**src/source/riscv_macros.svh**
```systemverilog
// width, register count and opcode constants for the rv64 core
`ifndef RISCV_MACROS_SVH
`define RISCV_MACROS_SVH

// datapath widths
`define XLEN      64
`define INSTR_W   32
`define REG_COUNT 32
`define PC_W      30   // word address, byte bits 1:0 dropped
`define SHAMT_W   6    // rv64 shift amount

// major opcodes, instr[6:0]
`define OPC_JAL    7'b1101111
`define OPC_JALR   7'b1100111
`define OPC_BRANCH 7'b1100011
`define OPC_LOAD   7'b0000011
`define OPC_STORE  7'b0100011
`define OPC_OP_IMM 7'b0010011
`define OPC_OP     7'b0110011

`endif

```
**src/source/riscv_pkg.sv**
```systemverilog
// shared vector types, alu and immediate enums, decoded control struct
`default_nettype none
`include "riscv_macros.svh"

package riscv_pkg;

	typedef logic [`XLEN-1:0]               xlen_t;
	typedef logic [`INSTR_W-1:0]            instr_t;
	typedef logic [`PC_W-1:0]               word_addr_t;
	typedef logic [$clog2(`REG_COUNT)-1:0]  reg_idx_t;

	// encoding 0 is add, so a cleared control word means add
	typedef enum logic [3:0] {
		alu_add,
		alu_sub,
		alu_sll,
		alu_slt,
		alu_xor,
		alu_srl,
		alu_sra,
		alu_or,
		alu_and
	} alu_op_e;

	typedef enum logic [2:0] {
		imm_none,
		imm_i,
		imm_i_shamt, // slli, srli, srai
		imm_s,
		imm_b,
		imm_j
	} imm_kind_e;

	typedef struct packed {
		logic    jal;
		logic    jalr;
		logic    branch;
		logic    branch_ne;  // bne when set, beq otherwise
		logic    mem_read;
		logic    mem_write;
		logic    reg_write;
		logic    alu_src;    // immediate as operand b
		alu_op_e alu_op;
	} ctrl_t;

endpackage

`default_nettype wire

```
**src/source/reg_file.sv**
```systemverilog
// 31-entry register file, two combinational reads and one write, x0 tied to zero
`default_nettype none

module reg_file (
	input  logic                clk,
	input  logic                rst_n,
	input  riscv_pkg::reg_idx_t rs1,
	input  riscv_pkg::reg_idx_t rs2,
	input  riscv_pkg::reg_idx_t rd,
	input  logic                we,
	input  riscv_pkg::xlen_t    wdata,
	output riscv_pkg::xlen_t    rdata1,
	output riscv_pkg::xlen_t    rdata2
);
	import riscv_pkg::*;

	// no storage behind x0
	xlen_t regs [1:(2**$bits(reg_idx_t))-1];

	for (genvar i = 1; i < 2**$bits(reg_idx_t); i++) begin : g_reg
		always_ff @(posedge clk or negedge rst_n) begin
			if (!rst_n) begin
				regs[i] <= '0;
			end else if (we && rd == reg_idx_t'(i)) begin
				regs[i] <= wdata;
			end
		end
	end

	assign rdata1 = (rs1 == '0) ? '0 : regs[rs1];
	assign rdata2 = (rs2 == '0) ? '0 : regs[rs2];

	// a written value is held in its register for the next cycle's reads
	a_write_seen: assert property (@(posedge clk) disable iff (!rst_n)
		(we && rd != '0) |=> (regs[$past(rd)] == $past(wdata)))
		else $error("register write not visible in the following cycle");

endmodule

`default_nettype wire

```
**config.mk**
```make
export PLATFORM = sky130hd
export DESIGN_NAME = reg_file
export DESIGN_NICKNAME = d
export VERILOG_FILES = /design/src/source/riscv_pkg.sv /design/src/source/reg_file.sv
export VERILOG_INCLUDE_DIRS = /design/src /design/src/source
export SDC_FILE = /design/constraint.sdc
export NUM_CORES = 2
export LEC_CHECK = 0
export BUFFER_PORTS_ARGS = -buffer_cell sky130_fd_sc_hd__clkbuf_2
export CORE_ASPECT_RATIO = 1.5
export CORE_MARGIN = 2
export CORE_UTILIZATION = 51
export CTS_CLUSTER_SIZE = 8
export DETAILED_ROUTE_END_ITERATION = 6
export PLACE_DENSITY = 0.72
export SYNTH_ARGS = -nofsm -noshare
export SYNTH_HDL_FRONTEND = slang
export SYNTH_SLANG_ARGS = --single-unit
```
**constraint.sdc**
```tcl
create_clock -name clk -period 3.9 [get_ports clk]
set_input_delay 0.975 -clock clk [delete_from_list [all_inputs] [get_ports clk]]
set_output_delay 0.975 -clock clk [all_outputs]
set_load 0.03 [all_outputs]
```
Yosys cells after proc, flatten, opt, wreduce, memory -nomap -nowiden
Index checks and enable logic that the tools add are counted.

Input port bits: 82. Output and inout bits: 128. Register bits after elaboration: 1984. Logic and storage cells: 107.

$lt $le $gt $ge: 2. Equality and inequality tests: 31. Bitwise logic cells: 2. Mux-type cells: 8. Reduce and logical (&&, ||, !) cells: 33.

Operator list (number): $bmux 64 s5 (2); $mux 64 (6); $eq 5x5->1 const B (16); $eq 5x4->1 const B (8); $logic_and 1x1->1 (31); $eq 5x3->1 const B (4); $ge 6x6->1 const B (2); $not 5->6 (2); $eq 5x2->1 const B (2); $logic_not 5->1 (2); $eq 5x1->1 const B (1).

Longest topological paths before layout
Depth in word-level cells: 5. Depth in mapped cells: 9. Depth with buffers taken out: 5.

Least setup slack after synthesis
No wires, ideal clock.

Path kind: input -> output. From: input rs2[0]. To: output rdata2[53]. Stages: 9. Arrival: 2.893 ns. Path slack: 0.032 ns. Cells stage by stage: buf_2 buf_4 buf_4 buf_2 clkbuf_1 nor2_1 a21oi_1 a21oi_1 o21ai_0.

Longest elaborated chain between the ends: 5.

RTL lines: start: declaration (RTL line reg_file.sv:8) `input riscv_pkg::reg_idx_t rs2,`; $not 5->6 (not written as such) (RTL line reg_file.sv:31) `assign rdata2 = (rs2 == '0) ? '0 : regs[rs2];`; $bmux 64 s5 (RTL line reg_file.sv:31); $mux 64 (not written as such) (2 in series) (RTL line reg_file.sv:31); $mux 64 * (RTL line reg_file.sv:31); end: declaration (RTL line reg_file.sv:13) `output riscv_pkg::xlen_t rdata2`.

Every way passes the cells marked *; elsewhere a longest branch is shown, timed or not. The select of a mux whose other input is x is not followed.

Worst setup path after layout
From: input rs2[0]. To: output rdata2[22].

Same word-level chain as after synthesis.

==> flow_summary.toml <==
[outcome]
status = "complete, but fails checks"
violations = "DRC, setup timing"

[routing]
via_per_inst = 7.00
route.detailed.drc = 2
met3_length_um = 39300
drtPass1Iterations = 7
vias = 77800
dr.first_iter.drc_count = 9391
wl_met2_um = 177000
met1_length_um = 138000
wirelength_um = 382000
wl_per_cell_um = 34.3
postRouteAntennaNets = 0
dr.max_layer_used = "met5"

[synthesis]
yosys-top-cells-count = "2,075 x mux2_2, 1,984 x dfrtp_1, 722 x mux4_2, 466 x mux2i_1, 433 x nand2_1"
synth_area_per_cell_sq_um = 13.9
synth_top_family_by_area = "multiplexers"
ys_ff_latch = 1984
synth_cell_types = 44
synth.yosys.seq_area_share = 0.465
synth-compound-area-share = 0.0411
synthFlopType = "dfrtp_1"
synthesis.nets = 7771
syn_area_sq_mm = 0.107
yosysWarnings = 0
synth_most_common_cell = "mux2_2"
yosys.area.top_type = "dfrtp_1"
synth_edf_count = 0
syn_inst = 7689
synthAdderAreaFrac = 0
synthArstFlopShare = 1.00
synthTopCellsByArea = "dfrtp_1 46%, mux2_2 22%, mux4_2 15%"
yosys.area_share.simple = 0.0398
synth_top_area_frac = 0.465
synth-xor-area-share = 0
synthMuxAreaShare = 0.420

[floorplan]
start_util = 0.514
die_width_um = 378
core_sq_mm = 0.208
ioPinCount = 210
rows = 205
die_area_sq_mm = 0.213
die_h_um = 565

[timing]
final.setup.tns_ns = -3.08
worstMarginPinSlew_ns = 0.962
finalSetupViolCount = 76
rsz0062_at_grt = "yes"
hold_viol = 0
setup_ws_ns = -0.150
whs_ns = 0.0390
min_period_over_period = 1.04
fin_crit_ns = 4.05
clock.fmax_ghz = 0.247
slew_violations = 0
relSlewSlack = 0.359
fin_skew_ns = 0

[place]
port-buffer-count = 209
globalplace.congestion = 0.895
dp_hpwl_um = 222000

[final_layout]
fin_nets = 8366
largest_reg_flops = 1984
syn_to_final_growth_pct = 20.9
drive_gt1_frac = 0.536
reg_top3 = "regs (1984)"
fillers = 15100
regMostFlops = "regs"

[grt]
grt_usage = 0.349
antenna_found_initial = 29
grt_overflow_total = 0
grt_pass1_wl_um = 546000
grt_max_degree = 162
first_global_vias = 80100

[job]
cap_violations = 0

[clocking]
cts.sinks = 1984
h-tree-depth = 5
cts_tree = "yes"
clkLatencyLatePin_ns = 0.84
clk_pin_slew_ns = 0.05
hold_buffers = 0
cts_buffer_depth = 4
clockRootBuffer = "clkbuf_16"
cts_buffers = 290

[setup_path]
crit_path_end_kind = "output port"
max_stage_delay_ns = 0.49
crit_required_ns = 2.92
worstSetupPathType = "input pin to output port"
cp.arrival_ns = 3.07
critPathMostFrequentCell = "buf_4"
path_cells = "buf_16 > buf_12 > buf_16 > buf_4 > mux4_2 > nand2_1 > nand2_1 > o211ai_1 > o21ai_1 > buf_4 > buf_4"
cp_max_fo = 7
crit_path_start_kind = "input pin"
path_buf_inv = 6
slowest_stage = "mux4_2"
critical_path.top_delay_family = "buffers and inverters"

[min_path]
hold_class = "input pin to asynchronous set/reset pin"

[power]
power_density_mw_per_mm2 = 506
vdd_drop_max_mv = 0.337
power_leakage_uw = 0.0571
[power breakdown]
group	internal, uW	total, uW	switching (uW)	leakage (uW)
Combinational	8580	15000	6470	0.0280
Clock	13400	22400	8980	0.00372
Sequential	24700	28000	3290	0.0254
[cell usage in the layout, fill, tap and decap left out, types with 47 or more instances in the layout]
cell          n
mux2_2     2071
dfrtp_1    1984
mux4_2      722
buf_4       546
mux2i_1     450
nand2_1     405
clkbuf_16   324
buf_12      249
a21oi_1     195
nor2_1      102
nor2b_1     102
buf_6        98
a22oi_1      88
nor3_1       84
a221oi_1     80
clkbuf_2     78
o211ai_1     75
nand3_1      66
buf_16       54
mux2_1       48
o21ai_1      47
[layer usage]
metal / up-vias / global-route usage
met5: - / 0
met4: 8 / 0.216
met3: 1486 / 0.0778
met2: 5052 / 0.543
met1: 41000 / 0.446
li1: 30200 / -
[cell families (layout without fill, tap and decap cells)]
family / after synthesis / in the layout
AND/OR/NAND/NOR: 918 / 918
other: 0 / 23
AO/OA/AOI/OAI: 654 / 654
flip-flops: 1984 / 1984
buffers and inverters: 822 / 1434
multiplexers: 3311 / 3311
[stage by stage]
step | std cells | utilization | worst slack (ns) | cell area [sq um] | power, uW
finish | 11100 | 0.621 | -0.150 | 129000 | 65400
global route | 11100 | 0.621 | -0.196 | 129000 | 67600
CTS | 11000 | 0.606 | -0.104 | 126000 | 64600
detailed placement | 10600 | 0.559 | -0.437 | 116000 | 41800
global placement | 10600 | 0.559 | -0.425 | 116000 | 41000
floorplan | 7689 | - | 0.0322 | 107000 | 36800
[final timing paths]
| check | end | slack [ns] | depth (start not counted) | start |
|---|---|---|---|---|
| min in group clk | regs[1098] | 0.51 | 1 | regs[1098] |
| min | regs[1577] | 0.04 | 1 | rst_n |
| max | rdata2[22] | -0.15 | 11 | rs2[0] |
| max in group asynchronous | regs[911] | 2.45 | 3 | rst_n |
| max reg2reg | regs[1292] | 3.07 | 1 | regs[1292] |
| min reg2reg | regs[1098] | 0.51 | 1 | regs[1098] |
[cell type report]
type | count | area (sq um) | area share
Multi-Input combinational cell | 4883 | 54700 | 0.423
Sequential cell | 1984 | 49600 | 0.385
Timing Repair Buffer | 1123 | 13700 | 0.106
Clock buffer | 300 | 7460 | 0.0578
Tap cell | 2794 | 3500 | 0.0271
Clock inverter | 9 | 97.6 | 0.000756
Antenna cell | 23 | 57.6 | 0.000446
Inverter | 2 | 15.0 | 0.000116
[timing repair]
| action | CTS | global route |
|---|---|---|
| endpoints found under the setup margin | 119 | 124 |
| pin swaps | 32 | 99 |
| cloned | 19 | 25 |
| resized for setup | 305 | 425 |
| setup buffers | 73 | 130 |
Note: power is estimated with default switching activity, not from simulation.
