$ cat src/source/riscv_macros.svh
// width, register count and opcode constants for the rv64 core
`ifndef RISCV_MACROS_SVH
`define RISCV_MACROS_SVH

// datapath widths
`define XLEN      64
`define INSTR_W   32
`define REG_COUNT 32
`define PC_W      30   // word address, byte bits 1:0 dropped
`define SHAMT_W   6    // rv64 shift amount

// major opcodes, instr[6:0]
`define OPC_JAL    7'b1101111
`define OPC_JALR   7'b1100111
`define OPC_BRANCH 7'b1100011
`define OPC_LOAD   7'b0000011
`define OPC_STORE  7'b0100011
`define OPC_OP_IMM 7'b0010011
`define OPC_OP     7'b0110011

`endif

$ cat src/source/riscv_pkg.sv
// shared vector types, alu and immediate enums, decoded control struct
`default_nettype none
`include "riscv_macros.svh"

package riscv_pkg;

	typedef logic [`XLEN-1:0]               xlen_t;
	typedef logic [`INSTR_W-1:0]            instr_t;
	typedef logic [`PC_W-1:0]               word_addr_t;
	typedef logic [$clog2(`REG_COUNT)-1:0]  reg_idx_t;

	// encoding 0 is add, so a cleared control word means add
	typedef enum logic [3:0] {
		alu_add,
		alu_sub,
		alu_sll,
		alu_slt,
		alu_xor,
		alu_srl,
		alu_sra,
		alu_or,
		alu_and
	} alu_op_e;

	typedef enum logic [2:0] {
		imm_none,
		imm_i,
		imm_i_shamt, // slli, srli, srai
		imm_s,
		imm_b,
		imm_j
	} imm_kind_e;

	typedef struct packed {
		logic    jal;
		logic    jalr;
		logic    branch;
		logic    branch_ne;  // bne when set, beq otherwise
		logic    mem_read;
		logic    mem_write;
		logic    reg_write;
		logic    alu_src;    // immediate as operand b
		alu_op_e alu_op;
	} ctrl_t;

endpackage

`default_nettype wire

$ cat src/source/next_pc.sv
// program counter register with sequential, branch and jump selection
`default_nettype none

module next_pc (
	input  logic                  clk,
	input  logic                  rst_n,
	input  riscv_pkg::ctrl_t      ctrl,
	input  logic                  zero,
	input  riscv_pkg::xlen_t      imm,
	input  riscv_pkg::xlen_t      alu_result,
	output riscv_pkg::word_addr_t pc
);
	import riscv_pkg::*;

	word_addr_t pc_next;
	logic       taken;

	// beq on zero, bne on nonzero
	assign taken = ctrl.branch && (zero ^ ctrl.branch_ne);

	always_comb begin
		if (ctrl.jalr) begin
			pc_next = alu_result[$bits(word_addr_t)+1:2];  // rs1 + imm
		end else if (ctrl.jal || taken) begin
			pc_next = pc + imm[$bits(word_addr_t)+1:2];
		end else begin
			pc_next = pc + 1'b1;  // next word
		end
	end

	always_ff @(posedge clk or negedge rst_n) begin
		if (!rst_n) begin
			pc <= '0;
		end else begin
			pc <= pc_next;
		end
	end

	// fetch address must be known every cycle once out of reset
	a_pc_known: assert property (@(posedge clk) disable iff (!rst_n) !$isunknown(pc))
		else $error("pc went unknown");

endmodule

`default_nettype wire

$ cat config.mk
export PLATFORM = sky130hd
export DESIGN_NAME = next_pc
export DESIGN_NICKNAME = d
export VERILOG_FILES = /design/src/source/riscv_pkg.sv /design/src/source/next_pc.sv
export VERILOG_INCLUDE_DIRS = /design/src /design/src/source
export SDC_FILE = /design/constraint.sdc
export NUM_CORES = 1
export LEC_CHECK = 0
export BUFFER_PORTS_ARGS = -buffer_cell sky130_fd_sc_hd__buf_4
export CAP_MARGIN = 20
export CORE_ASPECT_RATIO = 1.2
export CORE_MARGIN = 2
export CORE_UTILIZATION = 35
export CTS_BUF_LIST = sky130_fd_sc_hd__clkbuf_16
export CTS_CLUSTER_SIZE = 10
export DETAILED_ROUTE_END_ITERATION = 10
export GPL_ROUTABILITY_DRIVEN = 0
export PLACE_DENSITY = 0.66
export SETUP_SLACK_MARGIN = 0.15
export SLEW_MARGIN = 40
export SYNTH_ARGS = -nofsm -noshare
export SYNTH_HDL_FRONTEND = slang
export SYNTH_SLANG_ARGS = --single-unit
$ cat constraint.sdc
create_clock -name clk -period 6.2 [get_ports clk]
set_input_delay 1.55 -clock clk [delete_from_list [all_inputs] [get_ports clk]]
set_output_delay 1.55 -clock clk [all_outputs]
set_load 0.02 [all_outputs]
* Word-level counts from Yosys, hierarchy flattened
Index checks and enable logic that the tools add are counted.
** Word-level totals
- Flip-flop bits (word level) :: 30
- Input bits :: 143
- Output and inout bits :: 30
** Operators by class
- $add $sub $neg :: 2
- Mux-type cells :: 2
- Bitwise operators :: 1
- Reduce and logical (&&, ||, !) cells :: 2
** Operators with widths (number)
- two-way mux 30 bit :: 2
- adder 30 x 1 -> 30 bit, second input constant :: 1
- adder 30 bit :: 1
- logical AND 1 bit :: 1
- logical OR 1 bit :: 1
- XOR 1 bit :: 1

* Longest topological paths before layout
- Depth after elaboration :: 5
- Gate-level depth with buffers :: 14
- Depth with buffers taken out :: 12

* Least setup slack after synthesis
No wires, ideal clock.
- Path kind :: input-to-reg
- Start point :: in zero
- End point :: reg pc[28]
- Data arrival time :: 4177 ps
- Data required time :: 6077 ps
- Setup slack :: 1899 ps
- Cell stages on the path :: 14
- Cells stage by stage :: xor2_1 -> a21oi_1 -> clkbuf_1 -> clkbuf_1 -> or2_2 -> ha_1 -> fa_1 -> a21oi_1 -> o211ai_2 -> a21oi_1 -> o21ai_1 -> a21oi_2 -> o211a_1 -> nor3_1
** Between the ends
- Longest elaborated chain between the ends :: 5
** Ends and longest elaborated chain
- start, declared :: RTL line next_pc.sv:8 : input logic zero,
- XOR 1 bit :: RTL line next_pc.sv:19 : assign taken = ctrl.branch && (zero ^ ctrl.branch_ne);
- logical AND 1 bit :: RTL line next_pc.sv:19
- logical OR 1 bit :: RTL line next_pc.sv:24 : end else if (ctrl.jal || taken) begin
- two-way mux 30 bit :: RTL line next_pc.sv:24
- two-way mux 30 bit :: RTL line next_pc.sv:22 : if (ctrl.jalr) begin
- named net pc_next[28] :: RTL line next_pc.sv:15 : word_addr_t pc_next;
- end signal, assigned :: RTL line next_pc.sv:35 : pc <= pc_next;
- end, declared :: RTL line next_pc.sv:11 : output riscv_pkg::word_addr_t pc
The timed path passes the listed nets, and every way through them passes these cells.

* Final worst setup path
- Start point :: in ctrl[8] (netlist name)
- End point :: reg pc[20]
** Between the ends
- Longest elaborated chain between the ends :: 5
** Ends and longest elaborated chain
- start, declared :: RTL line next_pc.sv:7 : input riscv_pkg::ctrl_t ctrl,
- XOR 1 bit :: RTL line next_pc.sv:19
- logical AND 1 bit :: RTL line next_pc.sv:19
- logical OR 1 bit :: RTL line next_pc.sv:24
- two-way mux 30 bit :: RTL line next_pc.sv:24
- two-way mux 30 bit :: RTL line next_pc.sv:22
- named net pc_next[20] :: RTL line next_pc.sv:15
The timed path passes the listed nets, and every way through them passes these cells.

==> reports/qor.yml <==
yosys:
  synth.yosys.warnings: 0
  dominant_synthesized_flop_cell: "sky130_fd_sc_hd__dfrtp_1"
  synth_top_family_by_area: "compound AO/OA/AOI/OAI gates"
  yosys-mux-area-fraction_pct: 1.50
  synth_simple_gate_area_share_pct: 24.0
  synth-seq-area-share_pct: 24.9
  synth-compound-area-share_pct: 27.7
  netlist_area_mm2: 0.00301
  synthesized_area_fraction_occupied_by_adder_cells_pct: 12.7
  syn_avg_cell_area_um2: 8.13
  number_of_nets_in_the_synthesized_netlist: 543
  yosys.cell_types.count: 56
  yosys.area_share.xor_xnor_pct: 6.40
  ys_ff_latch: 30
  synth_enable_flop_cells: 0
  synthArstFlopShare_pct: 100
  synthesis.instances: 370
placed_design:
  detailed_place_hpwl_um: 6690
  placement.cell_area_mm2: 0.00382
  port-buffer-count: 96
floorplanning:
  chipHeight_um: 106
  floorplan.io_pins: 173
  initial_core_util_pct: 35.5
  rows: 37
  core_region_area_mm2: 0.00847
  die_width_um: 88.6
  dieArea_mm2: 0.00936
setup_path:
  crit_required_ps: 6330
  signal_arrival_time_at_the_worst_endpoint_ps: 4600
  crit_slowest_cell: "sky130_fd_sc_hd__fa_1"
  ff2ff_path_depth: 9
  worstPathCellList: "buf_4 > xor2_1 > a21oi_2 > buf_4 > nor2b_1 > fa_1 > a21oi_1 > o211ai_2 > a21oi_1 > o21ai_1 > a21oi_2 > xnor2_1 > o21ai_0"
  crit_path_max_incr_delay_ps: 460
  endpoint_of_the_lowest_slack_register_to_register_path: "pc[20]"
  r2r-start: "pc[0]"
  critical_path.max_fanout: 29
  worst_r2r_setup_slack_ps: 3480
  critical_path_launch_point_type: "input port"
  setup.worst_path.end_class: "register"
  critical_path_class: "input port to register"
drt:
  avgRoutedWirePerCell_um: 14.9
  post_dr_vias_cell: 5.17
  final_antenna_net_count: 0
  first_drt_pass_iteration_count: 4
  first_iter_violations: 133
  num_vias: 2980
  routed_wl_um: 8610
  drc: 0
finish:
  number_of_filler_instances_in_the_final_layout: 882
  post_route_cells_drive_above_1_share_pct: 27.0
  finish.net_count: 632
  largestRegisters: "pc (30)"
  antenna-diode-count: 0
  number_of_flip_flops_under_the_largest_register_name: 30
  layout-area-overhead-vs-synth_pct: 31.5
  multiInputGateArea_mm2: 0.00218
  top_register: "pc"
  fin_area_mm2: 0.00396
  seq_area_um2: 751
global_route:
  globalRoute.totalOverflow: 0
  grt_antenna_before_repair: 0
  grt_pass1_vias: 2977
  wire_length_of_the_first_global_routing_pass_um: 13700
  globalRouteTotalUtil_pct: 18.5
  largest_net_degree_at_the_start_of_global_routing: 53
clock_network:
  post_cts.repair.setup_buffers: 0
  cts-htree-levels: 2
  clock_tree.buffer_depth: 2
  ctsRootBufferMaster: "sky130_fd_sc_hd__clkbuf_16"
  clk_transition_reported_paths_ps: 50
  clock_insertion_delay_worst_skew_ps: 270
  cts_tree: "done"
  numCtsBuffers: 5
  ctsHoldBuffers: 0
  ctsResizeCount: 0
  cts_sinks: 30
status:
  status: "complete, no violations"
hold_path:
  min-delay-start: "pc[0]"
  min_path_cells: 2
  hold_path_end: "pc[0]"
  min-delay-path-class: "register to register"
power:
  leakage_uw: 0.00188
  power.ir.vdd_worst_v: 0.000167
  powerDensity_mw_per_mm2: 370
sta:
  setup_viol_count_final: 0
  tightestPinTransition_ps: 522
  setup_tns_ps: 0
  fin_crit_ps: 4460
  timing.final.crit_share_pct: 72.0
  relSlewSlack_pct: 65.2
  rsz0062_at_grt: "false"
  timing_max_transition_violations_final: 0
  fin_worst_skew_ps: 4.13
  fin_hold_ws_ps: 642
  timing.fmax_mhz: 224
  timing_hold_violations_final: 0
run:
  timing.max_cap.violations: 0
-- cell families after synthesis --
family | Yosys count
AND/OR/NAND/NOR | 142
AO/OA/AOI/OAI | 121
adder cells (fa/ha/maj) | 30
flip-flops | 30
XOR/XNOR | 22
buffers and inverters | 21
multiplexers | 4
-- power by group --
| part | total (uW) | leakage [uW] | switching [uW] | internal [uW] |
|---|---|---|---|---|
| Clock | 231 | 0.0000723 | 87.9 | 144 |
| Combinational | 929 | 0.00145 | 532 | 397 |
| Sequential | 305 | 0.000355 | 43.2 | 262 |
-- critical path: cells and delay by family --
family                     cells  cell delay [ps]
AOI/OAI and AO/OA              7             1630
xor gates and xnor gates       2              330
adders and majority gates      1              460
buffers and inverters          2              480
and+or+nand+nor                1              140
-- cell type report --
class	instances	area share (%)
flip-flops and latches	30	19.0
clock inverters	2	0.190
well taps	117	3.70
repair buffers	97	18.4
inverters	6	0.569
multi-input cells	319	55.0
clock buffers	5	3.16
-- synthesized netlist by cell type, drive strengths merged, types with 2 or more instances --
cell	instances	area [um2]
a21o	13	97.6
a21oi	33	180
a311oi	3	26.3
a31oi	4	40.0
and2	5	31.3
and3	4	25.0
and4	2	20.0
buf	3	17.5
clkbuf	12	45.0
dfrtp	30	751
ha	29	363
inv	6	22.5
mux2	4	45.0
nand2	52	195
nand2b	2	12.5
nand3	6	30.0
nand4	4	25.0
nor2	20	75.1
nor2b	32	200
nor3	6	35.0
nor4	3	18.8
o211a	2	20.0
o211ai	6	55.1
o21a	8	60.1
o21ai	35	183
o22ai	2	12.5
o311a	2	20.0
o31a	3	35.0
o31ai	2	20.0
xnor2	13	114
xor2	9	78.8
-- per-stage QoR --
stage / utilization, % / power, uW / setup WS [ps] / instances
detailed placement: 45.1 / 1240 / 1500 / 569
CTS: 46.7 / 1480 / 1750 / 576
floorplan: - / 960 / 1900 / 370
global placement: 45.1 / 1220 / 1490 / 569
finish: 46.7 / 1470 / 1740 / 576
global route: 46.7 / 1580 / 1550 / 576
-- routing by layer --
layer | GRT usage (%) | vias up | share of wire [%]
met2 | 33.6 | 72 | 51
met4 | 3.68 | 0 | 0.66
li1 | - | 1508 | -
met1 | 22.4 | 1396 | 44
met5 | 0 | - | 0
met3 | 3.05 | 4 | 4.6
-- worst max-delay path by stage --
stage | from | to | slack, ps
final | ctrl[8] | pc[20] | 1740
after global routing | ctrl[8] | pc[24] | 1550
after CTS | ctrl[8] | pc[24] | 1750
after detailed placement | ctrl[8] | pc[24] | 1500
after global placement | ctrl[8] | pc[20] | 1490
after floorplan | zero | pc[28] | 1900
-- placed cells by master (no fill, tap or decap), types with 2 or more instances in the layout --
cell | netlist | final
sky130_fd_sc_hd__buf_4 | 1 | 97
sky130_fd_sc_hd__nand2_1 | 52 | 52
sky130_fd_sc_hd__nor2b_1 | 32 | 32
sky130_fd_sc_hd__dfrtp_1 | 30 | 30
sky130_fd_sc_hd__ha_1 | 29 | 29
sky130_fd_sc_hd__a21oi_1 | 29 | 28
sky130_fd_sc_hd__o21ai_0 | 23 | 23
sky130_fd_sc_hd__nor2_1 | 20 | 20
sky130_fd_sc_hd__a21o_1 | 13 | 13
sky130_fd_sc_hd__xnor2_1 | 13 | 13
sky130_fd_sc_hd__o21ai_1 | 10 | 10
sky130_fd_sc_hd__xor2_1 | 9 | 9
sky130_fd_sc_hd__o21a_1 | 8 | 8
sky130_fd_sc_hd__inv_1 | 6 | 8
sky130_fd_sc_hd__nand3_1 | 6 | 6
sky130_fd_sc_hd__a21oi_2 | 4 | 5
sky130_fd_sc_hd__and2_1 | 5 | 5
sky130_fd_sc_hd__nor3_1 | 5 | 5
sky130_fd_sc_hd__clkbuf_16 | 0 | 5
sky130_fd_sc_hd__o211ai_1 | 4 | 4
sky130_fd_sc_hd__and3_1 | 4 | 4
sky130_fd_sc_hd__nand4_1 | 4 | 4
sky130_fd_sc_hd__mux2_2 | 4 | 4
sky130_fd_sc_hd__a311oi_1 | 3 | 3
sky130_fd_sc_hd__nor4_1 | 3 | 3
sky130_fd_sc_hd__a31oi_1 | 3 | 3
sky130_fd_sc_hd__o211ai_2 | 2 | 2
sky130_fd_sc_hd__o211a_1 | 2 | 2
sky130_fd_sc_hd__o22ai_1 | 2 | 2
sky130_fd_sc_hd__o311a_1 | 2 | 2
sky130_fd_sc_hd__o31a_1 | 2 | 2
sky130_fd_sc_hd__o21ai_2 | 2 | 2
sky130_fd_sc_hd__nand2b_1 | 2 | 2
Power figures use the tool's default switching activity.
