===== src/source/riscv_macros.svh =====
// width, register count and opcode constants for the rv64 core
`ifndef RISCV_MACROS_SVH
`define RISCV_MACROS_SVH

// datapath widths
`define XLEN      64
`define INSTR_W   32
`define REG_COUNT 32
`define PC_W      30   // word address, byte bits 1:0 dropped
`define SHAMT_W   6    // rv64 shift amount

// major opcodes, instr[6:0]
`define OPC_JAL    7'b1101111
`define OPC_JALR   7'b1100111
`define OPC_BRANCH 7'b1100011
`define OPC_LOAD   7'b0000011
`define OPC_STORE  7'b0100011
`define OPC_OP_IMM 7'b0010011
`define OPC_OP     7'b0110011

`endif


===== src/source/riscv_pkg.sv =====
// shared vector types, alu and immediate enums, decoded control struct
`default_nettype none
`include "riscv_macros.svh"

package riscv_pkg;

	typedef logic [`XLEN-1:0]               xlen_t;
	typedef logic [`INSTR_W-1:0]            instr_t;
	typedef logic [`PC_W-1:0]               word_addr_t;
	typedef logic [$clog2(`REG_COUNT)-1:0]  reg_idx_t;

	// encoding 0 is add, so a cleared control word means add
	typedef enum logic [3:0] {
		alu_add,
		alu_sub,
		alu_sll,
		alu_slt,
		alu_xor,
		alu_srl,
		alu_sra,
		alu_or,
		alu_and
	} alu_op_e;

	typedef enum logic [2:0] {
		imm_none,
		imm_i,
		imm_i_shamt, // slli, srli, srai
		imm_s,
		imm_b,
		imm_j
	} imm_kind_e;

	typedef struct packed {
		logic    jal;
		logic    jalr;
		logic    branch;
		logic    branch_ne;  // bne when set, beq otherwise
		logic    mem_read;
		logic    mem_write;
		logic    reg_write;
		logic    alu_src;    // immediate as operand b
		alu_op_e alu_op;
	} ctrl_t;

endpackage

`default_nettype wire


===== src/source/instr_decoder.sv =====
// instruction decoder: control word, register indices and immediate
`default_nettype none
`include "riscv_macros.svh"

module instr_decoder (
	input  riscv_pkg::instr_t   instr,
	output riscv_pkg::ctrl_t    ctrl,
	output riscv_pkg::reg_idx_t rs1,
	output riscv_pkg::reg_idx_t rs2,
	output riscv_pkg::reg_idx_t rd,
	output riscv_pkg::xlen_t    imm
);
	import riscv_pkg::*;

	imm_kind_e  kind;
	logic [2:0] funct3;
	logic       alt;  // instr[30], sub and arithmetic right shift

	// funct3 to alu op, bit 30 only picks sub for register ops
	function automatic alu_op_e sel_op(input logic [2:0] f3, input logic alt_bit,
		input logic reg_op);
		alu_op_e op;
		case (f3)
			3'b000:  op = (reg_op && alt_bit) ? alu_sub : alu_add;
			3'b001:  op = alu_sll;
			3'b010:  op = alu_slt;
			3'b100:  op = alu_xor;
			3'b101:  op = alt_bit ? alu_sra : alu_srl;
			3'b110:  op = alu_or;
			3'b111:  op = alu_and;
			default: op = alu_add; // sltu not supported
		endcase
		return op;
	endfunction

	assign funct3 = instr[14:12];
	assign alt    = instr[30];
	assign rs1    = instr[19:15];
	assign rs2    = instr[24:20];
	assign rd     = instr[11:7];

	always_comb begin
		ctrl = '0;
		kind = imm_none;
		case (instr[6:0])
			`OPC_JAL: begin
				ctrl.jal       = 1'b1;
				ctrl.reg_write = 1'b1;
				kind           = imm_j;
			end
			`OPC_JALR: begin // target is rs1 + imm through the alu
				ctrl.jalr      = 1'b1;
				ctrl.reg_write = 1'b1;
				ctrl.alu_src   = 1'b1;
				kind           = imm_i;
			end
			`OPC_BRANCH: begin
				ctrl.branch    = 1'b1;
				ctrl.branch_ne = (funct3 != 3'b000);
				ctrl.alu_op    = alu_sub;  // zero flag means equal
				kind           = imm_b;
			end
			`OPC_LOAD: begin
				ctrl.mem_read  = 1'b1;
				ctrl.reg_write = 1'b1;
				ctrl.alu_src   = 1'b1;
				kind           = imm_i;
			end
			`OPC_STORE: begin
				ctrl.mem_write = 1'b1;
				ctrl.alu_src   = 1'b1;
				kind           = imm_s;
			end
			`OPC_OP_IMM: begin
				ctrl.reg_write = 1'b1;
				ctrl.alu_src   = 1'b1;
				ctrl.alu_op    = sel_op(funct3, alt, 1'b0);
				kind = (funct3 == 3'b001 || funct3 == 3'b101) ? imm_i_shamt : imm_i;
			end
			`OPC_OP: begin
				ctrl.reg_write = 1'b1;
				ctrl.alu_op    = sel_op(funct3, alt, 1'b1);
			end
			default: ; // unknown opcode leaves everything cleared
		endcase
	end

	// immediate assembly per format
	always_comb begin
		case (kind)
			imm_i:       imm = {{(`XLEN-12){instr[31]}}, instr[31:20]};
			imm_i_shamt: imm = {{(`XLEN-`SHAMT_W){1'b0}}, instr[20 +: `SHAMT_W]};
			imm_s:       imm = {{(`XLEN-12){instr[31]}}, instr[31:25], instr[11:7]};
			imm_b: begin
				imm = {{(`XLEN-13){instr[31]}}, instr[31], instr[7], instr[30:25],
					instr[11:8], 1'b0};
			end
			imm_j: begin
				imm = {{(`XLEN-21){instr[31]}}, instr[31], instr[19:12], instr[20],
					instr[30:21], 1'b0};
			end
			default:     imm = '0;
		endcase
	end

endmodule

`default_nettype wire


===== config.mk =====
export PLATFORM = sky130hd
export DESIGN_NAME = instr_decoder
export DESIGN_NICKNAME = d
export VERILOG_FILES = /design/src/source/riscv_pkg.sv /design/src/source/instr_decoder.sv
export VERILOG_INCLUDE_DIRS = /design/src /design/src/source
export SDC_FILE = /design/constraint.sdc
export NUM_CORES = 1
export LEC_CHECK = 0
export ABC_AREA = 0
export BUFFER_PORTS_ARGS = -buffer_cell sky130_fd_sc_hd__buf_2
export CAP_MARGIN = 0
export CELL_PAD_IN_SITES_DETAIL_PLACEMENT = 1
export CELL_PAD_IN_SITES_GLOBAL_PLACEMENT = 1
export CORE_MARGIN = 4
export CORE_UTILIZATION = 19
export DETAILED_ROUTE_END_ITERATION = 7
export PLACE_DENSITY = 0.93
export SYNTH_ARGS = -nofsm -noshare
export SYNTH_HDL_FRONTEND = slang
export SYNTH_SLANG_ARGS = --single-unit

===== constraint.sdc =====
create_clock -name vclk -period 4.9
set_input_delay 0.98 -clock vclk [all_inputs]
set_output_delay 0.98 -clock vclk [all_outputs]
set_load 0.03 [all_outputs]

; ---- After elaboration in Yosys (flattened, before gate mapping)
; Index checks and enable logic that the tools add are counted.
[word_totals]
reg_bits = 0
output_inout_bits = 91
[op_classes]
n_eq_ne = 18
n_mux = 15
reduce_logical = 6
[ops]
columns = cell, count
row1 = $pmux W64 S5, 1
row2 = $pmux W4 S7, 1
row3 = $pmux W4 S6, 1
row4 = $eq A7 B7 Y1 const B, 3
row5 = $eq A3 B3 Y1 const B, 6
row6 = $pmux W3 S5, 1
row7 = $eq A7 B6 Y1 const B, 2
row8 = $pmux W4 S3, 1
row9 = $eq A3 B2 Y1 const B, 3
row10 = $eq A7 B2 Y1 const B, 1
row11 = $eq A7 B5 Y1 const B, 1
row12 = $mux W1, 7
row13 = $eq A3 B1 Y1 const B, 2
row14 = $mux W2, 3
row15 = $reduce_or A5 Y1, 1
row16 = $reduce_or A4 Y1, 1
row17 = $logic_not A3 Y1, 1
row18 = $reduce_bool A3 Y1, 1
row19 = $reduce_or A2 Y1, 1
row20 = $logic_or A1 B1 Y1, 1

; ---- Logic depth before layout (Yosys ltp)
; Gate-level depths: netlist of run 1.
[logic_depth]
word_depth = 6
mapped_depth = 7
ltp_nobuf = 6

; ---- Worst setup path before layout of run 1
; No wires, ideal clock.
[synth_timing]
path_kind = input to output
startpoint = in instr[5]
endpoint = out imm[21]
path_buffers = 2
required_ns = 3.920
slack_ns = -0.012
cell_stages = 5
t_arrival_ns = 3.932
path_cell_list = buf_4 -> mux2i_1 -> nand3b_1 -> a21oi_1 -> buf_4
[synth_between]
elab_chain_len = 5
elab_cells_between_ends = 14
[synth_lines]
columns = element, line
row1 = from (decl), instr_decoder.sv:6  ; input riscv_pkg::instr_t instr,
row2 = $eq A7 B2 Y1 / $eq A7 B7 Y1 (equally long branches), instr_decoder.sv:45  ; case (instr[6:0])
row3 = $reduce_or A2 Y1 (no source line), -
row4 = $pmux W3 S5 (*), instr_decoder.sv:45
row5 = "$eq A3 B3 Y1, or another cell as far along", instr_decoder.sv:90  ; case (kind)
row6 = $pmux W64 S5 (*), instr_decoder.sv:90
row7 = to (decl), instr_decoder.sv:11  ; output riscv_pkg::xlen_t imm
; Mark *: on every way between the ends. The rest lies on a longest branch, timed or not.

; ---- Final worst setup path of run 1
[layout_timing]
startpoint = in instr[5]
endpoint = out imm[22]
; Same word-level chain as after synthesis.

==> metrics.txt, run 1 <==
LEAKAGE 0.8737 nW; Hold Path Cell Cnt 2; ANT nets after route 0; Least-Margin Pin Slew 0.3377 ns; Synth Cell Area 903.4 µm²; FFs & Latches 0; worst path cell trace buf_2 -> mux2i_1 -> nand3b_1 -> a21oi_2 -> buf_4 -> buf_2; crit-path max FO 44; Core Util, Final 25.81%; # clk buffers 0; initial antenna violation count 0; setup repair bufs after CTS 0; fillcell total 611; type of origin of the critical path input port; Max-Cap Viols 0; share of cells above drive strength 1 69.07%; slew margin rel. 77.40%; # hold bufs at CTS 0; crit path max-delay cell type mux2i_1; Rows 24; CP bufs+invs 3; die area 0.005922 mm²; status finished, final reports clean; GP Congestion 0.7812; register area 0 µm²; die height 76.96 µm; leading cell types in the layout, fill and taps excluded buf_2 (123), a21o_1 (9), nor2_1 (6), nand2_1 (6), and2_1 (5); average via count per standard cell 4.232; Synth cell types 32; port buffer count 123; area of the core 0.004474 mm²; leading cell type in the layout, fill and taps excluded buf_2; HPWL Detailed 2983 µm; Post-Layout Cell Count 246; global-route usage over all layers 10.07%; Resize count post-CTS 0; Die W 76.96 µm; placed cell count 246; ANT cells 0; largest family of logic cells by synthesized area buffers and inverters; Synth Area in Simple Gates 25.07%; Req. time, crit path 3.92 ns; vias after detailed routing 1041; Synth Area in Compound Gates 22.16%; crit share post-route 67.92%; xor-xnor portion of the synthesized cell area 0%; Synth Area in Adders 0%; vias in the first global route 1077; hold wc startpoint instr[9]; first-pass GRT wire length 5168 µm; CP Capture Type output port; minimum clock period 3.328 ns; Synth Instances 129; Critical Path AT 2.35 ns; total power 0.08372 mW; Top Ports 123; Syn Area/Cell 7.003 µm²; Final setup violation count 0; CP peak stage delay 0.30 ns; RSZ-0062 raised after global routing false; sequential-to-total area share from yosys stat 0%; CP most frequent cell buf_2; total gr overflow 0; Hold Path Class in2out; Final Net Count 228; area grow syn2layout 27.84%; Power Density 72.50 mW/mm²; Peak supply drop 0.01761 mV; Setup CP Type in2out; WL/cell 13.57 µm; DRT Pass-1 Iters 2; Max Fclk 300.5 MHz; Mapped Nets 161; Hold Slack 2.229 ns; Slew Limit Fails 0; Hold Crit Endpoint rd[2]; mux contribution to synthesized area 1.108%; Setup TNS 0 ns; DRC 0; Top delay family on crit path buffers and inverters; Final Hold Viols 0; largest net degree at the start of global routing 45; Synthesis Warnings 0; footprint of the multi-input gates 440.4 µm²; WL final 3337 µm; initial DRC count 9; starting density of the core 20.19%
[how the worst max path moves through the flow]
stage / from / to / slack, ns / cells after the start
3_5_place_dp: instr[3] / imm[22] / 1.55 / 6
3_3_place_gp: instr[3] / imm[0] / 1.55 / 6
5_1_grt: instr[5] / imm[31] / 1.43 / 6
4_1_cts: instr[3] / imm[22] / 1.55 / 6
2_1_floorplan: instr[5] / imm[21] / 0.85 / 5
6_report: instr[5] / imm[22] / 1.57 / 6
[per-layer routing]
metal  routed length (µm)  track usage, %  part of all wire (%)  up-vias
met5                    0               0                     0        -
met4                    0          0.3623                     0        0
met3                  421           2.693                    13        0
met2                 1686           20.03                    51       78
met1                 1228           10.99                    37      459
li1                     -               -                     -      504
[cells by family (layout without fill, tap and decap cells)]
| kind of cell | after synthesis | count (layout) |
|---|---|---|
| and+or+nand+nor | 35 | 35 |
| muxes | 1 | 1 |
| AOI/OAI and AO/OA | 28 | 28 |
| buffers and inverters | 65 | 130 |
[report_power, final]
group / leakage [nW] / internal, mW / switching [mW]
clock network: 0 / 0 / 0
logic: 0.874 / 0.0268 / 0.0569
registers: 0 / 0 / 0
total: 0.874 / 0.0268 / 0.0569
[synth_stat cells]
cell type  number  area [µm²]
a21boi_0        1       7.510
a21o_1          9       67.56
a21oi_1         4       20.02
a22o_1          4       35.03
a22oi_1         1       7.510
a2bb2oi_1       1       8.760
a31oi_1         1       6.260
a32o_1          1       10.01
and2_1          5       31.28
and3b_1         1       8.760
buf_2           1       5.000
buf_4          59       442.9
inv_1           4       15.01
inv_2           1       3.750
mux2i_1         1       10.01
nand2_1         6       22.52
nand2_2         1       6.260
nand2b_1        3       18.77
nand2b_4        1       13.76
nand3_1         1       5.000
nand3b_1        2       15.01
nand4_1         1       6.260
nand4bb_4       1       27.53
nor2_1          6       22.52
nor2_4          1       11.26
nor2b_1         1       6.260
nor3_1          3       15.01
nor3_2          1       10.01
o21a_2          1       8.760
o21ai_0         4       20.02
o21ai_2         1       8.760
or2_1           1       6.260
[through the flow]
| step | area, µm² | worst slack (ns) |
|---|---|---|
| after floorplan | 907.1 | 0.8472 |
| after global placement | 1155 | 1.550 |
| after detailed placement | 1155 | 1.552 |
| after CTS | 1155 | 1.550 |
| after global routing | 1155 | 1.429 |
| final | 1155 | 1.572 |
[layout make-up]
type	instances	share of cell area (%)
tap	52	5.634
inverter	5	1.625
multi-input combinational	64	38.14
timing repair buffer	125	54.60
(Power assumes the default switching activity.)
==> run 2, diff against run 1 <==
--- a/config.mk
+++ b/config.mk
@@ -12,9 +12,9 @@
 export CELL_PAD_IN_SITES_DETAIL_PLACEMENT = 1
 export CELL_PAD_IN_SITES_GLOBAL_PLACEMENT = 1
 export CORE_MARGIN = 4
-export CORE_UTILIZATION = 19
+export CORE_UTILIZATION = 17
 export DETAILED_ROUTE_END_ITERATION = 7
-export PLACE_DENSITY = 0.93
+export PLACE_DENSITY = 0.88
 export SYNTH_ARGS = -nofsm -noshare
 export SYNTH_HDL_FRONTEND = slang
 export SYNTH_SLANG_ARGS = --single-unit
==> constraint.sdc (replaced) <==
create_clock -name vclk -period 2.92
set_input_delay 0.584 -clock vclk [all_inputs]
set_output_delay 0.584 -clock vclk [all_outputs]
set_load 0.03 [all_outputs]
==> run 2 against run 1 <==
Compared with the run above:
- final area rose by 3.7%
- wire length decreased by 2.2%
- die area increased by 11%
- largest cell class unchanged
- largest power group unchanged
==> metrics.txt, run 2 (synthesis gave the netlist of run 1 again) <==
initial DRC count 3 (-6); area of the core 0.005140 mm² (+15%); Max-Cap Viols 0 (unchanged); vias after detailed routing 1030 (-1.1%); design area 0.001197 mm² (+3.7%); ANT nets after route 0 (unchanged); Setup TNS 0 ns (unchanged); cell area after placement 0.001197 mm² (+3.7%); Die W 80.90 µm (+5.1%); Setup CP Type in2out; die height 80.90 µm (+5.1%); Slew Limit Fails 0 (unchanged); Max Fclk 402.1 MHz; Flop pwr share 0% (unchanged); largest net degree at the start of global routing 45 (unchanged); DP Worst Slack 0.4030 ns (-1.149 ns); die area 0.006544 mm² (+11%); RSZ-0062 raised after global routing false; HPWL Detailed 2901 µm (-2.7%); starting density of the core 17.58% (-2.6 points); area grow syn2layout 32.55%; slew margin rel. 75.88% (-1.5 points); Combinational Power Share 100.0% (about the same); ANT cells 0 (unchanged); Peak supply drop 0.03311 mV (+88%); status finished, final reports clean; Internal 0.04582 mW (+71%); total gr overflow 0 (unchanged); Sw Share 67.57% (-0.39 points); Power Density 118.0 mW/mm² (+63%); crit-path max FO 44 (unchanged); type of origin of the critical path input port; Clk pwr share 0% (unchanged); # clk buffers 0 (unchanged); Req. time, crit path 2.34 ns (-1.58 ns); Top Ports 123 (unchanged); global-route usage over all layers 8.504% (-1.6 points); GP Congestion 0.7522 (-3.7%); first-pass GRT wire length 4581 µm (-11%); average via count per standard cell 3.902 (-7.8%); LEAKAGE 0.8770 nW (+0.37%); Final WS setup 0.4327 ns (-1.139 ns); DRT Pass-1 Iters 3 (+1); Critical Path AT 1.90 ns (-0.45 ns); WL/cell 12.37 µm (-8.8%); WL final 3265 µm (-2.2%); crit share post-route 85.18%; initial antenna violation count 0 (unchanged); switching power 0.09547 mW (+68%); Final Net Count 228 (unchanged); fillcell total 685 (+12%); vias in the first global route 957 (-11%); DRC 0 (unchanged); Least-Margin Pin Slew 0.3605 ns (+0.02278 ns); Hold Path Class in2out; setup repair bufs after CTS 0 (unchanged); Resize count post-CTS 0 (unchanged); Final Hold Viols 0 (unchanged); Hold Slack 1.436 ns (-0.7923 ns); CP Capture Type output port; minimum clock period 2.487 ns; # hold bufs at CTS 0 (unchanged); leading cell type in the layout, fill and taps excluded buf_2; Final setup violation count 0 (unchanged); total power 0.1413 mW (+69%); FFs & Latches 0 (unchanged); port buffer count 123 (unchanged); Rows 26 (+8.3%); register area 0 µm² (unchanged); leading cell types in the layout, fill and taps excluded buf_2 (123), a21o_1 (9), nor2_1 (6), nand2_1 (6), and2_1 (5); share of cells above drive strength 1 69.07% (unchanged)
run 2: critical path, stage by stage:
cell and delay [ns]:
buf_2 0.20, mux2i_1 0.30, nand3b_1 0.20, a21oi_4 0.21
buf_12 0.18, buf_2 0.22
run 2: worst paths after layout:
check | from | end | slack, ns | depth (start not counted)
max | instr[5] | imm[35] | 0.43 | 6
min | instr[23] | rs2[3] | 1.44 | 2
run 2: stage by stage:
stage / util, % / std cells
floorplan: - / 129
global placement: 23.30 / 264
detailed placement: 23.30 / 264
CTS: 23.30 / 264
global route: 23.30 / 264
finish: 23.30 / 264
run 2: power by group through the flow:
| stage | logic, mW | registers (mW) | clock network, mW |
|---|---|---|---|
| floorplan | 0.109 | 0 | 0 |
| global placement | 0.139 | 0 | 0 |
| detailed placement | 0.143 | 0 | 0 |
| CTS | 0.143 | 0 | 0 |
| global route | 0.151 | 0 | 0 |
| finish | 0.141 | 0 | 0 |
run 2: area by class of cell:
type | instances | area, µm² | area share (%)
tap | 70 | 87.58 | 7.315
timing repair buffer | 125 | 643.1 | 53.71
multi-input combinational | 64 | 447.9 | 37.41
inverter | 5 | 18.77 | 1.567
run 2: routing by layer:
metal	global-route usage, %	wire length, µm	vias to the layer above	share of wire, %
li1	-	-	504	-
met2	17.32	1670	71	51
met5	0	0	-	0
met3	1.774	453	0	14
met4	0.8446	0	0	0
met1	9.085	1141	455	35
==> run 3, diff against run 2 <==
--- a/config.mk
+++ b/config.mk
@@ -11,10 +11,11 @@
 export CAP_MARGIN = 0
 export CELL_PAD_IN_SITES_DETAIL_PLACEMENT = 1
 export CELL_PAD_IN_SITES_GLOBAL_PLACEMENT = 1
+export CORE_ASPECT_RATIO = 2
 export CORE_MARGIN = 4
-export CORE_UTILIZATION = 17
+export CORE_UTILIZATION = 19
 export DETAILED_ROUTE_END_ITERATION = 7
-export PLACE_DENSITY = 0.88
+export PLACE_DENSITY = 0.93
 export SYNTH_ARGS = -nofsm -noshare
 export SYNTH_HDL_FRONTEND = slang
 export SYNTH_SLANG_ARGS = --single-unit
==> constraint.sdc (replaced) <==
create_clock -name vclk -period 2.7
set_input_delay 0.54 -clock vclk [all_inputs]
set_output_delay 0.54 -clock vclk [all_outputs]
set_load 0.03 [all_outputs]
==> run 3 against run 2 <==
Compared with the run above:
- critical path depth did not move
- global-route usage increased by 1.1 points
- die area shrank 8.5%
- clock-buffer cell count did not move
- cell count decreased by 5.7%
- via count grew 1.2%
- first-iteration DRC count rose to 7.0 times the previous value
- critical endpoint is now imm[20]
==> metrics.txt, run 3 (synthesis gave the netlist of run 1 again) <==
placed cell count 249 (-5.7%); DRC 0 (unchanged); switching power 0.1028 mW (+7.7%); die area 0.005989 mm² (-8.5%); Hold Path Cell Cnt 2 (unchanged); crit path max-delay cell type mux2i_1; setup repair bufs after CTS 0 (unchanged); crit-path max FO 44 (unchanged); cell area after placement 0.001179 mm² (-1.6%); Power Density 129.3 mW/mm² (+9.6%); CP most frequent cell buf_2; Final WS setup 0.3279 ns (-0.1048 ns); vias after detailed routing 1042 (+1.2%); slew margin rel. 75.68% (-0.20 points); initial DRC count 21 (+18); FFs & Latches 0 (unchanged); Die W 56.76 µm (-30%); WL final 3215 µm (-1.5%); LEAKAGE 0.8770 nW (unchanged); port buffer count 123 (unchanged); register area 0 µm² (unchanged); Clk pwr share 0% (unchanged); Req. time, crit path 2.16 ns (-0.18 ns); Top Ports 123 (unchanged); Hold Path Class in2out; Post-Layout Cell Count 249 (-5.7%); status finished, final reports clean; total power 0.1524 mW (+7.8%); Critical Path AT 1.83 ns (-0.07 ns); DP Worst Slack 0.3187 ns (-0.08431 ns); Flop pwr share 0% (unchanged); Least-Margin Pin Slew 0.3634 ns (+0.002969 ns); GP Congestion 0.7111 (-5.5%); Max-Cap Viols 0 (unchanged); Rows 35 (+35%); Final Net Count 228 (unchanged); Setup TNS 0 ns (unchanged); largest net degree at the start of global routing 45 (unchanged); type of origin of the critical path input port; HPWL Detailed 2897 µm (-0.12%); Resize count post-CTS 0 (unchanged); ANT cells 0 (unchanged); design area 0.001179 mm² (-1.6%); area of the core 0.004598 mm² (-11%); DRT Pass-1 Iters 2 (-1); Final setup violation count 0 (unchanged); CP peak stage delay 0.29 ns (about the same); average via count per standard cell 4.185 (+7.3%); Slew Limit Fails 0 (unchanged); Internal 0.04955 mW (+8.1%); total gr overflow 0 (unchanged); crit share post-route 87.86%; # clk buffers 0 (unchanged); Sw Share 67.48% (-0.090 points); share of cells above drive strength 1 69.07% (unchanged); area grow syn2layout 30.47%; Combinational Power Share 100.0% (about the same); worst path cell trace buf_2 -> mux2i_1 -> nand3b_1 -> a21oi_4 -> buf_12 -> buf_2; CP Capture Type output port; minimum clock period 2.372 ns; starting density of the core 19.65% (+2.1 points); Peak supply drop 0.03844 mV (+16%); vias in the first global route 1017 (+6.3%); Max Fclk 421.6 MHz; RSZ-0062 raised after global routing false; leading cell types in the layout, fill and taps excluded buf_2 (123), a21o_1 (9), nor2_1 (6), nand2_1 (6), and2_1 (5); global-route usage over all layers 9.633% (+1.1 points); ANT nets after route 0 (unchanged); first-pass GRT wire length 4905 µm (+7.1%); Final Hold Viols 0 (unchanged); # hold bufs at CTS 0 (unchanged); WL/cell 12.91 µm (+4.4%); die height 105.5 µm (+30%); initial antenna violation count 0 (unchanged); Setup CP Type in2out; leading cell type in the layout, fill and taps excluded buf_2
run 3: power groups by stage:
stage / clock [mW] / sequential (mW) / combinational, mW
after floorplan: 0 / 0 / 0.118
after CTS: 0 / 0 / 0.154
after global routing: 0 / 0 / 0.163
after detailed placement: 0 / 0 / 0.154
final: 0 / 0 / 0.152
after global placement: 0 / 0 / 0.150
run 3: per-stage QoR:
step	hold slack [ns]	utilization (%)
2_1_floorplan	1.160	-
3_3_place_gp	1.347	25.63
3_5_place_dp	1.349	25.63
4_1_cts	1.349	25.63
5_1_grt	1.355	25.63
6_report	1.347	25.63
run 3: cell type report:
class | count | area [µm²]
fill | 637 | 3420
timing repair buffer | 125 | 643.1
multi-input combinational | 64 | 447.9
tap | 55 | 68.82
inverter | 5 | 18.77
run 3: worst paths after layout:
kind | end | start
max | imm[20] | instr[5]
min | rs1[4] | instr[19]
run 3: worst max-delay path, delay by kind of cell:
family,cells,cell delay [ns]
mux,1,0.29
compound gates,1,0.20
simple gates,1,0.18
buf+inv,3,0.60
run 3: per-layer routing:
layer | track usage (%) | part of all wire, %
met5 | 0 | 0
met3 | 1.471 | 14
met4 | 0 | 0
met1 | 10.53 | 32
met2 | 19.78 | 53
